<file path="src/design/rtg_pkg.sv">
////////////////////////////////////////////////////////////////////////////
// Shared widths for the RTG display path. Pixel words are RGB555 with
// bit 15 ignored; the fetch pacing counter is limited to 16 clocks.
////////////////////////////////////////////////////////////////////////////

package rtg_pkg;

	// One word from the pixel FIFO, x:R5:G5:B5
	typedef logic [15:0] pix_word_t;

	// One VGA colour channel
	typedef logic [7:0] chan_t;

	// Clocks per pixel fetch, minus one
	typedef logic [3:0] pix_width_t;

	// Lines of vertical blank added after chipset vblank
	typedef logic [6:0] vb_lines_t;

	// Top two channel bits forced by the OSD
	typedef logic [1:0] osd_colour_t;

	// Native pixel strobe divider width
	// 8 clocks per pixel, 4 in 15 kHz mode
	localparam int NATIVE_STROBE_W = 3;

endpackage

</file>
<file path="src/design/rtg_pixel_timing.sv">
////////////////////////////////////////////////////////////////////////////
// Pixel fetch pacing for RTG and the native pixel strobe. Mode inputs are
// static levels; blank is held after reset until the first vblank ends.
////////////////////////////////////////////////////////////////////////////
`timescale 1ns/10ps

module rtg_pixel_timing (
	input  logic                CLK_114,
	input  logic                arst_n,
	input  logic                rtg_ena,       // RTG screen on
	input  rtg_pkg::pix_width_t pixel_width,   // Clocks per fetch - 1
	input  rtg_pkg::vb_lines_t  vb_end,        // Extra blank lines
	input  logic                rtg_ext,       // One more fetch past blank
	input  logic                scan_15khz,    // Scandoubler off
	input  logic                hs,
	input  logic                hblank,
	input  logic                vblank,
	output logic                pop,           // Fetch next FIFO word
	output logic                blank_d2,      // Blank, two clocks late
	output logic                native_strobe  // Native pixel pulse
);

	////////////////////////////////////////////////////////////////////////////
	// Blanking
	////////////////////////////////////////////////////////////////////////////

	logic               blank;
	logic               blank_d;
	logic               vblank_ext;    // Chipset vblank plus vb_end lines
	rtg_pkg::vb_lines_t vb_ctr;        // Lines seen since vblank fell
	logic               hs_d;
	logic               hs_rise;

	assign hs_rise = hs & ~hs_d;
	assign blank   = vblank_ext | hblank;

	// The OS vblank is too short for the RTG frame, so stretch it here
	always_ff @(posedge CLK_114 or negedge arst_n) begin
		if (!arst_n) begin
			hs_d       <= 1'b0;
			vblank_ext <= 1'b1;            // Blanked until counted out
			vb_ctr     <= '0;
			blank_d    <= 1'b1;
			blank_d2   <= 1'b1;
		end else begin
			hs_d     <= hs;
			blank_d  <= blank;
			blank_d2 <= blank_d;
			if (vblank) begin
				vblank_ext <= 1'b1;
				vb_ctr     <= '0;
			end else if (vb_ctr == vb_end) begin
				vblank_ext <= 1'b0;        // Count reached, open the frame
			end else if (hs_rise) begin
				vb_ctr <= vb_ctr + 1'b1;   // One more line
			end
		end
	end

	////////////////////////////////////////////////////////////////////////////
	// Fetch counter
	////////////////////////////////////////////////////////////////////////////

	rtg_pkg::pix_width_t fetch_ctr;

	// rtg_ext lets one fetch through in the first blanked clock
	assign pop = rtg_ena && (!blank || (!blank_d && rtg_ext)) && (fetch_ctr == pixel_width);

	always_ff @(posedge CLK_114 or negedge arst_n) begin
		if (!arst_n) begin
			fetch_ctr <= '0;
		end else if (blank || pop) begin
			fetch_ctr <= '0;               // Restart each pixel and in blank
		end else begin
			fetch_ctr <= fetch_ctr + 1'b1;
		end
	end

	////////////////////////////////////////////////////////////////////////////
	// Native pixel strobe
	////////////////////////////////////////////////////////////////////////////

	logic [rtg_pkg::NATIVE_STROBE_W-1:0] nat_ctr;

	assign native_strobe = (nat_ctr == '0);

	always_ff @(posedge CLK_114 or negedge arst_n) begin
		if (!arst_n) begin
			nat_ctr <= '0;
		end else if (scan_15khz) begin
			// Step by two on even values, halves the period
			nat_ctr <= {nat_ctr[rtg_pkg::NATIVE_STROBE_W-1:1], 1'b0} + 2'd2;
		end else begin
			nat_ctr <= nat_ctr + 1'b1;
		end
	end

endmodule

</file>
<file path="src/design/rtg_pixel_fifo.sv">
////////////////////////////////////////////////////////////////////////////
// Pixel word FIFO refilled from memory in bursts of BURST_LEN words.
// Depth must be a power of two and BURST_LEN at most half of it.
////////////////////////////////////////////////////////////////////////////
`timescale 1ns/10ps

module rtg_pixel_fifo #(
	parameter int FIFO_DEPTH_LOG2 = 4,
	parameter int BURST_LEN       = 4
) (
	input  logic               CLK_114,
	input  logic               arst_n,
	input  logic               flush,      // Empty and stop fetching
	input  logic               fill,       // One word from memory
	input  rtg_pkg::pix_word_t fill_data,
	input  logic               pop,        // Pixel fetch strobe
	output logic               fetch_req,  // Burst wanted, level
	output rtg_pkg::pix_word_t head_word   // Last popped word
);

	typedef logic [FIFO_DEPTH_LOG2:0]   cnt_t;
	typedef logic [FIFO_DEPTH_LOG2-1:0] ptr_t;

	localparam cnt_t DEPTH = cnt_t'(2 ** FIFO_DEPTH_LOG2);
	localparam cnt_t BURST = cnt_t'(BURST_LEN);

	rtg_pkg::pix_word_t mem [2 ** FIFO_DEPTH_LOG2];
	ptr_t               wr_ptr;
	ptr_t               rd_ptr;
	cnt_t               count;        // Words held
	cnt_t               burst_ctr;    // Words taken in this burst
	logic               push;
	logic               do_pop;

	// Fills outside a request, or during flush, are dropped
	assign push   = fill && fetch_req && !flush;
	assign do_pop = pop && (count != '0) && !flush;

	always_ff @(posedge CLK_114) begin
		if (push) begin
			mem[wr_ptr] <= fill_data;
		end
	end

	always_ff @(posedge CLK_114 or negedge arst_n) begin
		if (!arst_n) begin
			wr_ptr    <= '0;
			rd_ptr    <= '0;
			count     <= '0;
			burst_ctr <= '0;
			fetch_req <= 1'b0;
			head_word <= '0;
		end else if (flush) begin
			wr_ptr    <= '0;
			rd_ptr    <= '0;
			count     <= '0;
			burst_ctr <= '0;               // Abandon any open burst
			fetch_req <= 1'b0;
		end else begin
			if (push) begin
				wr_ptr <= wr_ptr + 1'b1;
			end
			if (do_pop) begin
				head_word <= mem[rd_ptr];  // Valid the clock after pop
				rd_ptr    <= rd_ptr + 1'b1;
			end
			case ({push, do_pop})
				2'b10:   count <= count + 1'b1;
				2'b01:   count <= count - 1'b1;
				default: count <= count;
			endcase
			// Burst bookkeeping
			if (fetch_req) begin
				if (push) begin
					if (burst_ctr == BURST - cnt_t'(1)) begin
						fetch_req <= 1'b0;     // Last word, drop for a clock
						burst_ctr <= '0;
					end else begin
						burst_ctr <= burst_ctr + 1'b1;
					end
				end
			end else if (DEPTH - count >= BURST) begin
				fetch_req <= 1'b1;         // Room for a whole burst
			end
		end
	end

endmodule

</file>
<file path="src/design/rtg_colour_out.sv">
////////////////////////////////////////////////////////////////////////////
// Final VGA stage, RGB555 expansion or native colour, then OSD overlay.
// The OSD window is applied after the register, unregistered.
////////////////////////////////////////////////////////////////////////////
`timescale 1ns/10ps

module rtg_colour_out (
	input  logic               CLK_114,
	input  logic               arst_n,
	input  logic               rtg_ena,
	input  logic               blank_d2,
	input  logic               pop,
	input  logic               native_strobe,
	input  rtg_pkg::pix_word_t head_word,
	input  rtg_pkg::chan_t     red,
	input  rtg_pkg::chan_t     green,
	input  rtg_pkg::chan_t     blue,
	input  logic               hs,
	input  logic               vs,
	input  logic               cs,
	input  logic               hsyncpol,
	input  logic               vsyncpol,
	input  logic               osd_window,  // OSD covers this pixel
	input  logic               osd_pixel,   // OSD foreground
	output logic               vga_pixel,   // New pixel pulse
	output rtg_pkg::chan_t     vga_r,
	output rtg_pkg::chan_t     vga_g,
	output rtg_pkg::chan_t     vga_b,
	output logic               vga_hs,
	output logic               vga_vs,
	output logic               vga_cs
);

	// 5 to 8 bits, top three repeated below
	function automatic rtg_pkg::chan_t expand5(input logic [4:0] field);
		return {field, field[4:2]};
	endfunction

	rtg_pkg::chan_t      red_reg;
	rtg_pkg::chan_t      green_reg;
	rtg_pkg::chan_t      blue_reg;
	logic                hs_reg;
	logic                vs_reg;
	logic                cs_reg;
	logic                pop_d;
	logic                pop_d2;
	logic                rtg_sel;
	rtg_pkg::osd_colour_t osd_rg;
	rtg_pkg::osd_colour_t osd_b;

	assign rtg_sel = rtg_ena && !blank_d2;

	always_ff @(posedge CLK_114) begin
		red_reg   <= rtg_sel ? expand5(head_word[14:10]) : red;
		green_reg <= rtg_sel ? expand5(head_word[9:5]) : green;
		blue_reg  <= rtg_sel ? expand5(head_word[4:0]) : blue;
	end

	always_ff @(posedge CLK_114 or negedge arst_n) begin
		if (!arst_n) begin
			hs_reg <= 1'b0;
			vs_reg <= 1'b0;
			cs_reg <= 1'b0;
			pop_d  <= 1'b0;
			pop_d2 <= 1'b0;
		end else begin
			hs_reg <= hs;
			vs_reg <= vs;
			cs_reg <= cs;
			pop_d  <= pop;
			pop_d2 <= pop_d;               // Lines up with channel registers
		end
	end

	assign vga_pixel = rtg_ena ? pop_d2 : native_strobe;

	////////////////////////////////////////////////////////////////////////////
	// OSD overlay and sync polarity
	////////////////////////////////////////////////////////////////////////////

	assign osd_rg = osd_pixel ? 2'b11 : 2'b00;
	assign osd_b  = osd_pixel ? 2'b11 : 2'b10;   // Bluish OSD background

	assign vga_r = osd_window ? {osd_rg, red_reg[7:2]} : red_reg;
	assign vga_g = osd_window ? {osd_rg, green_reg[7:2]} : green_reg;
	assign vga_b = osd_window ? {osd_b, blue_reg[7:2]} : blue_reg;

	assign vga_cs = cs_reg;                      // Composite sync as is
	assign vga_hs = hsyncpol ^ hs_reg;
	assign vga_vs = vsyncpol ^ vs_reg;

endmodule

</file>
<file path="src/design/rtg_video_out.sv">
////////////////////////////////////////////////////////////////////////////
// RTG display path top. Memory answers fetch_req with one-cycle fill
// strobes; the display side never stalls.
////////////////////////////////////////////////////////////////////////////
`timescale 1ns/10ps

module rtg_video_out #(
	parameter int FIFO_DEPTH_LOG2 = 4,     // 16 words
	parameter int BURST_LEN       = 4      // Words per fetch request
) (
	input  logic                CLK_114,
	input  logic                arst_n,
	input  logic                rtg_ena,
	input  rtg_pkg::pix_width_t pixel_width,
	input  rtg_pkg::vb_lines_t  vb_end,
	input  logic                rtg_ext,
	input  logic                scan_15khz,
	input  rtg_pkg::chan_t      red,
	input  rtg_pkg::chan_t      green,
	input  rtg_pkg::chan_t      blue,
	input  logic                hs,
	input  logic                vs,
	input  logic                cs,
	input  logic                hsyncpol,
	input  logic                vsyncpol,
	input  logic                hblank,
	input  logic                vblank,
	input  logic                osd_window,
	input  logic                osd_pixel,
	input  logic                fill,
	input  rtg_pkg::pix_word_t  fill_data,
	output logic                fetch_req,
	output logic                vga_pixel,
	output rtg_pkg::chan_t      vga_r,
	output rtg_pkg::chan_t      vga_g,
	output rtg_pkg::chan_t      vga_b,
	output logic                vga_hs,
	output logic                vga_vs,
	output logic                vga_cs
);

	logic               pop;
	logic               blank_d2;
	logic               native_strobe;
	logic               flush;
	rtg_pkg::pix_word_t head_word;

	// Restart the stream each frame and whenever RTG is off
	assign flush = vblank | ~rtg_ena;

	rtg_pixel_timing u_timing (
		.CLK_114      (CLK_114),
		.arst_n       (arst_n),
		.rtg_ena      (rtg_ena),
		.pixel_width  (pixel_width),
		.vb_end       (vb_end),
		.rtg_ext      (rtg_ext),
		.scan_15khz   (scan_15khz),
		.hs           (hs),
		.hblank       (hblank),
		.vblank       (vblank),
		.pop          (pop),
		.blank_d2     (blank_d2),
		.native_strobe(native_strobe)
	);

	rtg_pixel_fifo #(
		.FIFO_DEPTH_LOG2(FIFO_DEPTH_LOG2),
		.BURST_LEN      (BURST_LEN)
	) u_fifo (
		.CLK_114  (CLK_114),
		.arst_n   (arst_n),
		.flush    (flush),
		.fill     (fill),
		.fill_data(fill_data),
		.pop      (pop),
		.fetch_req(fetch_req),
		.head_word(head_word)
	);

	rtg_colour_out u_colour (
		.CLK_114      (CLK_114),
		.arst_n       (arst_n),
		.rtg_ena      (rtg_ena),
		.blank_d2     (blank_d2),
		.pop          (pop),
		.native_strobe(native_strobe),
		.head_word    (head_word),
		.red          (red),
		.green        (green),
		.blue         (blue),
		.hs           (hs),
		.vs           (vs),
		.cs           (cs),
		.hsyncpol     (hsyncpol),
		.vsyncpol     (vsyncpol),
		.osd_window   (osd_window),
		.osd_pixel    (osd_pixel),
		.vga_pixel    (vga_pixel),
		.vga_r        (vga_r),
		.vga_g        (vga_g),
		.vga_b        (vga_b),
		.vga_hs       (vga_hs),
		.vga_vs       (vga_vs),
		.vga_cs       (vga_cs)
	);

endmodule

</file>
<file path="config.mk">
export PLATFORM = sky130hd
export DESIGN_NAME = rtg_video_out
export DESIGN_NICKNAME = d
export VERILOG_FILES = /design/src/design/rtg_pkg.sv /design/src/design/rtg_pixel_timing.sv /design/src/design/rtg_pixel_fifo.sv /design/src/design/rtg_colour_out.sv /design/src/design/rtg_video_out.sv
export SDC_FILE = /design/constraint.sdc
export NUM_CORES = 1
export LEC_CHECK = 0
export ABC_AREA = 0
export BUFFER_PORTS_ARGS = -buffer_cell sky130_fd_sc_hd__buf_2
export CELL_PAD_IN_SITES_DETAIL_PLACEMENT = 1
export CELL_PAD_IN_SITES_GLOBAL_PLACEMENT = 1
export CORE_MARGIN = 3
export CORE_UTILIZATION = 30
export DETAILED_ROUTE_END_ITERATION = 8
export PLACE_DENSITY_LB_ADDON = 0.2
export SETUP_SLACK_MARGIN = 0.02
export SLEW_MARGIN = 0
export SYNTH_ARGS = -nofsm -noshare
export SYNTH_HDL_FRONTEND = slang
export SYNTH_HIERARCHICAL = 1
export SYNTH_SLANG_ARGS = --single-unit
</file>
<file path="constraint.sdc">
create_clock -name CLK_114 -period 3.4 [get_ports CLK_114]
set_input_delay 0 -clock CLK_114 [delete_from_list [all_inputs] [get_ports CLK_114]]
set_output_delay 0 -clock CLK_114 [all_outputs]
set_load 0.05 [all_outputs]
</file>
After elaboration in Yosys (flattened, before gate mapping)

Memories as Yosys holds them, arrays and structs flattened. A register that Yosys moved wholly into a read port is not among the register bits.
Index checks and enable logic that the tools add are counted.

Flip-flop bits (word level): 65
RAM bits: 256
Input port bits: 66
Word-level logic and storage cells: 104
Memories: 1

Memory list:

| name       | depth | bits a word | read ports | clocked after Yosys merged registers in | wr ports | line                 | text |
|---|---|---|---|---|---|---|---|
| u_fifo.mem | 16    | 16          | 1          | 1                                       | 1        | rtg_pixel_fifo.sv:27 | `rtg_pkg::pix_word_t mem [2 ** FIFO_DEPTH_LOG2];` |

Add/subtract/negate cells: 10
Order comparisons: 1
Equal/unequal tests: 6
Multiplexer cells: 33
Bitwise logic cells: 8
Reductions and logical operators: 26

Operator list:

| kind                  | number |
|---|---|
| $mux W8               | 6 |
| $mux W5               | 5 |
| $mux W7               | 3 |
| $mux W4               | 5 |
| $add A4 B1 Y4 const B | 3 |
| $mux W1               | 11 |
| $add A5 B1 Y5 const B | 2 |
| $pmux W5 S2           | 1 |
| $reduce_bool A2 Y1    | 5 |
| $logic_and A1 B1 Y1   | 8 |
| $add A7 B1 Y7 const B | 1 |
| $eq A7 B7 Y1          | 1 |
| $reduce_and A2 Y1     | 3 |
| $eq A5 B2 Y1 const B  | 1 |
| $ge A5 B3 Y1 const B  | 1 |
| $logic_not A1 Y1      | 5 |
| $reduce_bool A5 Y1    | 1 |
| $sub A5 B1 Y5 const B | 1 |
| $sub A5 B5 Y5 const A | 1 |
| $eq A4 B4 Y1          | 1 |
| $add A3 B1 Y3 const B | 1 |
| $add A3 B2 Y3 const B | 1 |
| $logic_not A3 Y1      | 1 |
| $mux W3               | 1 |
| 10 further kinds      | 15 |

Depth between registers and ports, before layout

Depth after elaboration: 10
Gate-level depth with buffers: 12
Mapped depth without buffers: 12

By module

Netlist, hierarchy kept.

Modules (own cells, without submodules):

| module           | instances | cells an instance | area each (um^2) | seq. area each (um^2) |
|---|---|---|---|---|
| rtg_pixel_fifo   | 1         | 572               | 11398.4          | 8563.2 |
| rtg_colour_out   | 1         | 93                | 1311.3           | 605.6 |
| rtg_pixel_timing | 1         | 95                | 1023.5           | 454.2 |
| rtg_video_out    | 1         | 1                 | 6.3              | 0.0 |

Worst setup path before layout

Ideal clock, no wire load.

Path type: reg-to-reg
Start: register u_timing.fetch_ctr[2]
End: register u_fifo.count[4]
Arrival time: 2.744 ns
Required time: 3.280 ns
Path slack: 0.536 ns
Cell stages (with the launch flop): 13
Clock period less this slack: 2.864 ns
Cell sequence: dfrtp_1 xor2_1 nor3_1 nand3_1 a21oi_1 nor3b_4 nand2_1 xnor2_1 ha_1 or4_1 nor3_1 o21ai_0 and3b_1

Word-level cells in the longest chain between the ends: 7
Elaborated cells between the ends (all ways): 9
Classes of those cells: eq/ne (3); mux (2); reduce/logical (4)

Ends and longest elaborated chain:

| element                                             | line                   | text |
|---|---|---|
| from (decl)                                         | rtg_pixel_timing.sv:64 | `rtg_pkg::pix_width_t fetch_ctr;` |
| from (signal assigned)                              | rtg_pixel_timing.sv:75 | `fetch_ctr <= fetch_ctr + 1'b1;` |
| $eq A4 B4 Y1 (*)                                    | rtg_pixel_timing.sv:67 | `assign pop = rtg_ena && (!blank \|\| (!blank_d && rtg_ext)) && (fetch_ctr == pixel_width);` |
| $logic_and A1 B1 Y1 (*)                             | rtg_pixel_timing.sv:67 |  |
| via pop                                             | rtg_video_out.sv:42    | `logic pop;` |
| $logic_and A1 B1 Y1 (*) (2 in series)               | rtg_pixel_fifo.sv:37   | `assign do_pop = pop && (count != '0) && !flush;` |
| $eq A2 B1 Y1 / $eq A2 B2 Y1 (equally long branches) | rtg_pixel_fifo.sv:67   | `case ({push, do_pop})` |
| $pmux W5 S2                                         | rtg_pixel_fifo.sv:67   |  |
| $mux W5                                             | rtg_pixel_fifo.sv:53   | `end else if (flush) begin` |
| to (signal assigned)                                | rtg_pixel_fifo.sv:68   | `2'b10: count <= count + 1'b1;` |
| to (signal assigned)                                | rtg_pixel_fifo.sv:69   | `2'b01: count <= count - 1'b1;` |
| to (signal assigned)                                | rtg_pixel_fifo.sv:70   | `default: count <= count;` |
| to (decl)                                           | rtg_pixel_fifo.sv:30   | `cnt_t count;` |

Mark *: on every way through the listed nets, which the timed path passes. The rest lies on a longest branch.
A chain may end at the register's enable or synchronous reset.

Final worst setup path

Ends and elaborated chain as after synthesis.

==> metrics.txt <==
# TYPE chip_impl_metric gauge
chip_impl_info{name="largest_registers",value="u_fifo/mem (240), u_fifo/head_word (15)"} 1
chip_impl_metric{name="clk_path_buf_depth",unit=""} 3
chip_impl_metric{name="crit_path_max_incr_delay",unit="ns"} 0.41
chip_impl_metric{name="whs",unit="ns"} 0.0216
chip_impl_metric{name="cp_data_required_time",unit="ns"} 3.80
chip_impl_metric{name="post_cts_setup_repair_bufs",unit=""} 0
chip_impl_metric{name="fin_total_pwr",unit="mW"} 8.35
chip_impl_metric{name="via_per_inst",unit=""} 4.63
chip_impl_metric{name="period_needed",unit="ns"} 2.91
chip_impl_metric{name="wl_per_cell",unit="um"} 20.2
chip_impl_metric{name="yosysWarningCount",unit=""} 6
chip_impl_info{name="r2r_end",value="u_fifo/count[4]"} 1
chip_impl_metric{name="postSynthAreaPerCell",unit="um^2"} 17.8
chip_impl_metric{name="i_o_pin_count",unit=""} 95
chip_impl_metric{name="worst-r2r-cell-count",unit=""} 13
chip_impl_metric{name="area_of_the_core_region",unit="um^2"} 42600
chip_impl_metric{name="timing.final.max_slew_violations",unit=""} 0
chip_impl_metric{name="ff_to_ff_setup_slack",unit="ns"} 0.49
chip_impl_metric{name="leakagePower",unit="nW"} 5.67
chip_impl_metric{name="power_density",unit="nW/um^2"} 524
chip_impl_metric{name="max_freq",unit="MHz"} 343
chip_impl_metric{name="pre_cts_slack",unit="ns"} 0.533
chip_impl_metric{name="first_pass_grt_wire_length",unit="um"} 47800
chip_impl_metric{name="final.fill_count",unit=""} 4333
chip_impl_metric{name="gp_routability_congestion",unit=""} 0.707
chip_impl_metric{name="cts_htree_levels",unit=""} 2
chip_impl_metric{name="worstSkewPairLatency",unit="ns"} 0.52
chip_impl_metric{name="final_area",unit="um^2"} 15900
chip_impl_metric{name="track_usage",unit="%"} 13.4
chip_impl_info{name="slowest_stage",value="dfrtp_1"} 1
chip_impl_info{name="run_status",value="finished clean"} 1
chip_impl_metric{name="worst_vdd_ir",unit="mV"} 0.275
chip_impl_metric{name="cts_num_sinks",unit=""} 321
chip_impl_info{name="min-delay-path-class",value="in -> async"} 1
chip_impl_metric{name="timing.max_slew.rel_slack",unit="%"} 45.3
chip_impl_info{name="crit_type",value="reg -> reg"} 1
chip_impl_metric{name="io_port_bufs",unit=""} 93
chip_impl_metric{name="arrival",unit="ns"} 3.31
chip_impl_metric{name="net_count_synth",unit=""} 814
chip_impl_metric{name="clk_pin_slew_worst_paths",unit="ns"} 0.06
chip_impl_metric{name="final_hpwl_from_detailed_placement",unit="um"} 19100
chip_impl_metric{name="chipHeight",unit="um"} 215
chip_impl_info{name="crit_path_start_kind",value="flip-flop"} 1
chip_impl_metric{name="route.vias.total",unit=""} 7001
chip_impl_metric{name="final_layout_setup_total_negative_slack",unit="ns"} 0
chip_impl_metric{name="skew",unit="ns"} 0.00907
chip_impl_info{name="cp_common_cell",value="nor3_1"} 1
chip_impl_metric{name="cts_inserted_buffers",unit=""} 36
chip_impl_metric{name="setup_viol",unit=""} 0
chip_impl_metric{name="hold_viol",unit=""} 0
chip_impl_info{name="cts_tree",value="done"} 1
chip_impl_metric{name="critical_path_peak_fanout",unit=""} 4
chip_impl_metric{name="mappedNetlistArea",unit="um^2"} 13100
chip_impl_metric{name="cts-hold-fix-buffers",unit=""} 51
chip_impl_metric{name="wl",unit="um"} 30500
chip_impl_metric{name="via_count_of_the_first_global_routing_pass",unit=""} 7719
chip_impl_metric{name="tightest_slew",unit="ns"} 0.820
chip_impl_metric{name="fp-row-count",unit=""} 75
chip_impl_metric{name="nets",unit=""} 984
chip_impl_metric{name="ant_nets",unit=""} 0
chip_impl_info{name="root_buffer_master",value="clkbuf_16"} 1
chip_impl_info{name="regToRegStartpoint",value="u_timing/fetch_ctr[2]"} 1
chip_impl_metric{name="min_period_over_period",unit="%"} 85.7
chip_impl_metric{name="dr.pass1.iters",unit=""} 6
chip_impl_metric{name="final_core_utilization",unit="%"} 37.4
chip_impl_info{name="setup_repair_after_global_routing_missed_its_margin",value="no"} 1
chip_impl_metric{name="die_area",unit="um^2"} 46300
chip_impl_metric{name="dpl_cell_area",unit="um^2"} 14300
chip_impl_metric{name="worst_slack",unit="ns"} 0.486
chip_impl_metric{name="die_width",unit="um"} 215
chip_impl_metric{name="max_cap_viol_count",unit=""} 0
chip_impl_info{name="largest-register",value="u_fifo/mem"} 1
chip_impl_metric{name="synthCells",unit=""} 736
chip_impl_metric{name="globalRouteOverflowTotal",unit=""} 0
chip_impl_metric{name="cts_repair_resize_count",unit=""} 0
chip_impl_info{name="critical_path.endpoint_type",value="flip-flop"} 1
chip_impl_metric{name="grt_antenna_before_repair",unit=""} 2
chip_impl_metric{name="drt_first_iter_violations",unit=""} 431
chip_impl_metric{name="dp_cells",unit=""} 1394
chip_impl_metric{name="drive_above_1_share",unit="%"} 33.4
chip_impl_metric{name="drt_drc_violations_left",unit=""} 0
chip_impl_metric{name="largest_reg_flops",unit=""} 240
chip_impl_info{name="worstPathCellList",value="xor2_1, nor3_1, nand3_1, a21oi_1, buf_4, nor3b_4, nand2_1, xnor2_1, ha_1, or4_1, nor3_1, o21ai_0, and3b_1"} 1
chip_impl_metric{name="initial_core_util",unit="%"} 30.8
chip_impl_metric{name="instances_no_fill",unit=""} 1512
chip_impl_metric{name="area.growth.synth_to_final",unit="%"} 21.6
chip_impl_metric{name="grt_start_max_net_pins",unit=""} 47
[placed cells by master, fill, tap and decap left out, types with 12 or more instances in the layout]
cell type        n
dfxtp_1         24
a21oi_1         14
buf_2           93
xor2_1          19
mux2_4          21
o22ai_1         13
ha_1            12
mux4_2          60
dlygate4sd3_1   51
nand2_1         22
dfrtp_1         52
inv_1           13
clkbuf_16       37
buf_4           24
a211oi_1        16
mux2_2          26
mux2i_1         19
nor2_1          45
edfxtp_1       240
[worst max-delay path by stage]
| stage | slack, ns | endpoint | from |
|---|---|---|---|
| floorplan | 0.56 | u_fifo/count[4] | u_timing/fetch_ctr[2] |
| global placement | 0.51 | u_fifo/count[4] | u_timing/fetch_ctr[2] |
| detailed placement | 0.53 | u_fifo/head_word[2] | u_timing/fetch_ctr[2] |
| CTS | 0.49 | u_fifo/head_word[2] | u_timing/fetch_ctr[3] |
| global route | 0.21 | u_fifo/count[4] | u_timing/fetch_ctr[2] |
| finish | 0.49 | u_fifo/count[4] | u_timing/fetch_ctr[2] |
[routing by layer]
| layer | global-route usage [%] | vias to the layer above | part of all wire [%] |
|---|---|---|---|
| met1 | 18.8 | 3615 | 47 |
| li1 | - | 3198 | - |
| met3 | 2.58 | 43 | 4.6 |
| met5 | 0 | - | 0.043 |
| met2 | 21.4 | 143 | 46 |
| met4 | 3.53 | 2 | 1.8 |
[layout make-up]
cell class,instances,area (um^2),area share (%)
clock buffers,45,956,5.99
inverters,13,48.8,0.306
flip-flops and latches,321,9120,57.2
clock inverters,21,156,0.981
multi-input cells,363,3720,23.3
repair buffers,171,1220,7.63
diodes,1,2.50,0.0157
well taps,577,722,4.53
[worst max-delay path: cells and delay by family (launching register included)]
family / cells / cell delay [ns]
buffers and inverters: 1 / 0.17
XOR/XNOR: 2 / 0.30
AND/OR/NAND/NOR: 7 / 1.42
adder cells (fa/ha/maj): 1 / 0.22
AO/OA/AOI/OAI: 2 / 0.27
flip-flops: 1 / 0.41
[where the power goes]
part	total, mW	switching (mW)	leakage (nW)	internal [mW]
Clock	3.68	1.53	0.549	2.15
Sequential	4.27	0.0237	3.12	4.25
Combinational	0.398	0.246	2.00	0.151
Note: power is estimated with default switching activity, not from simulation.
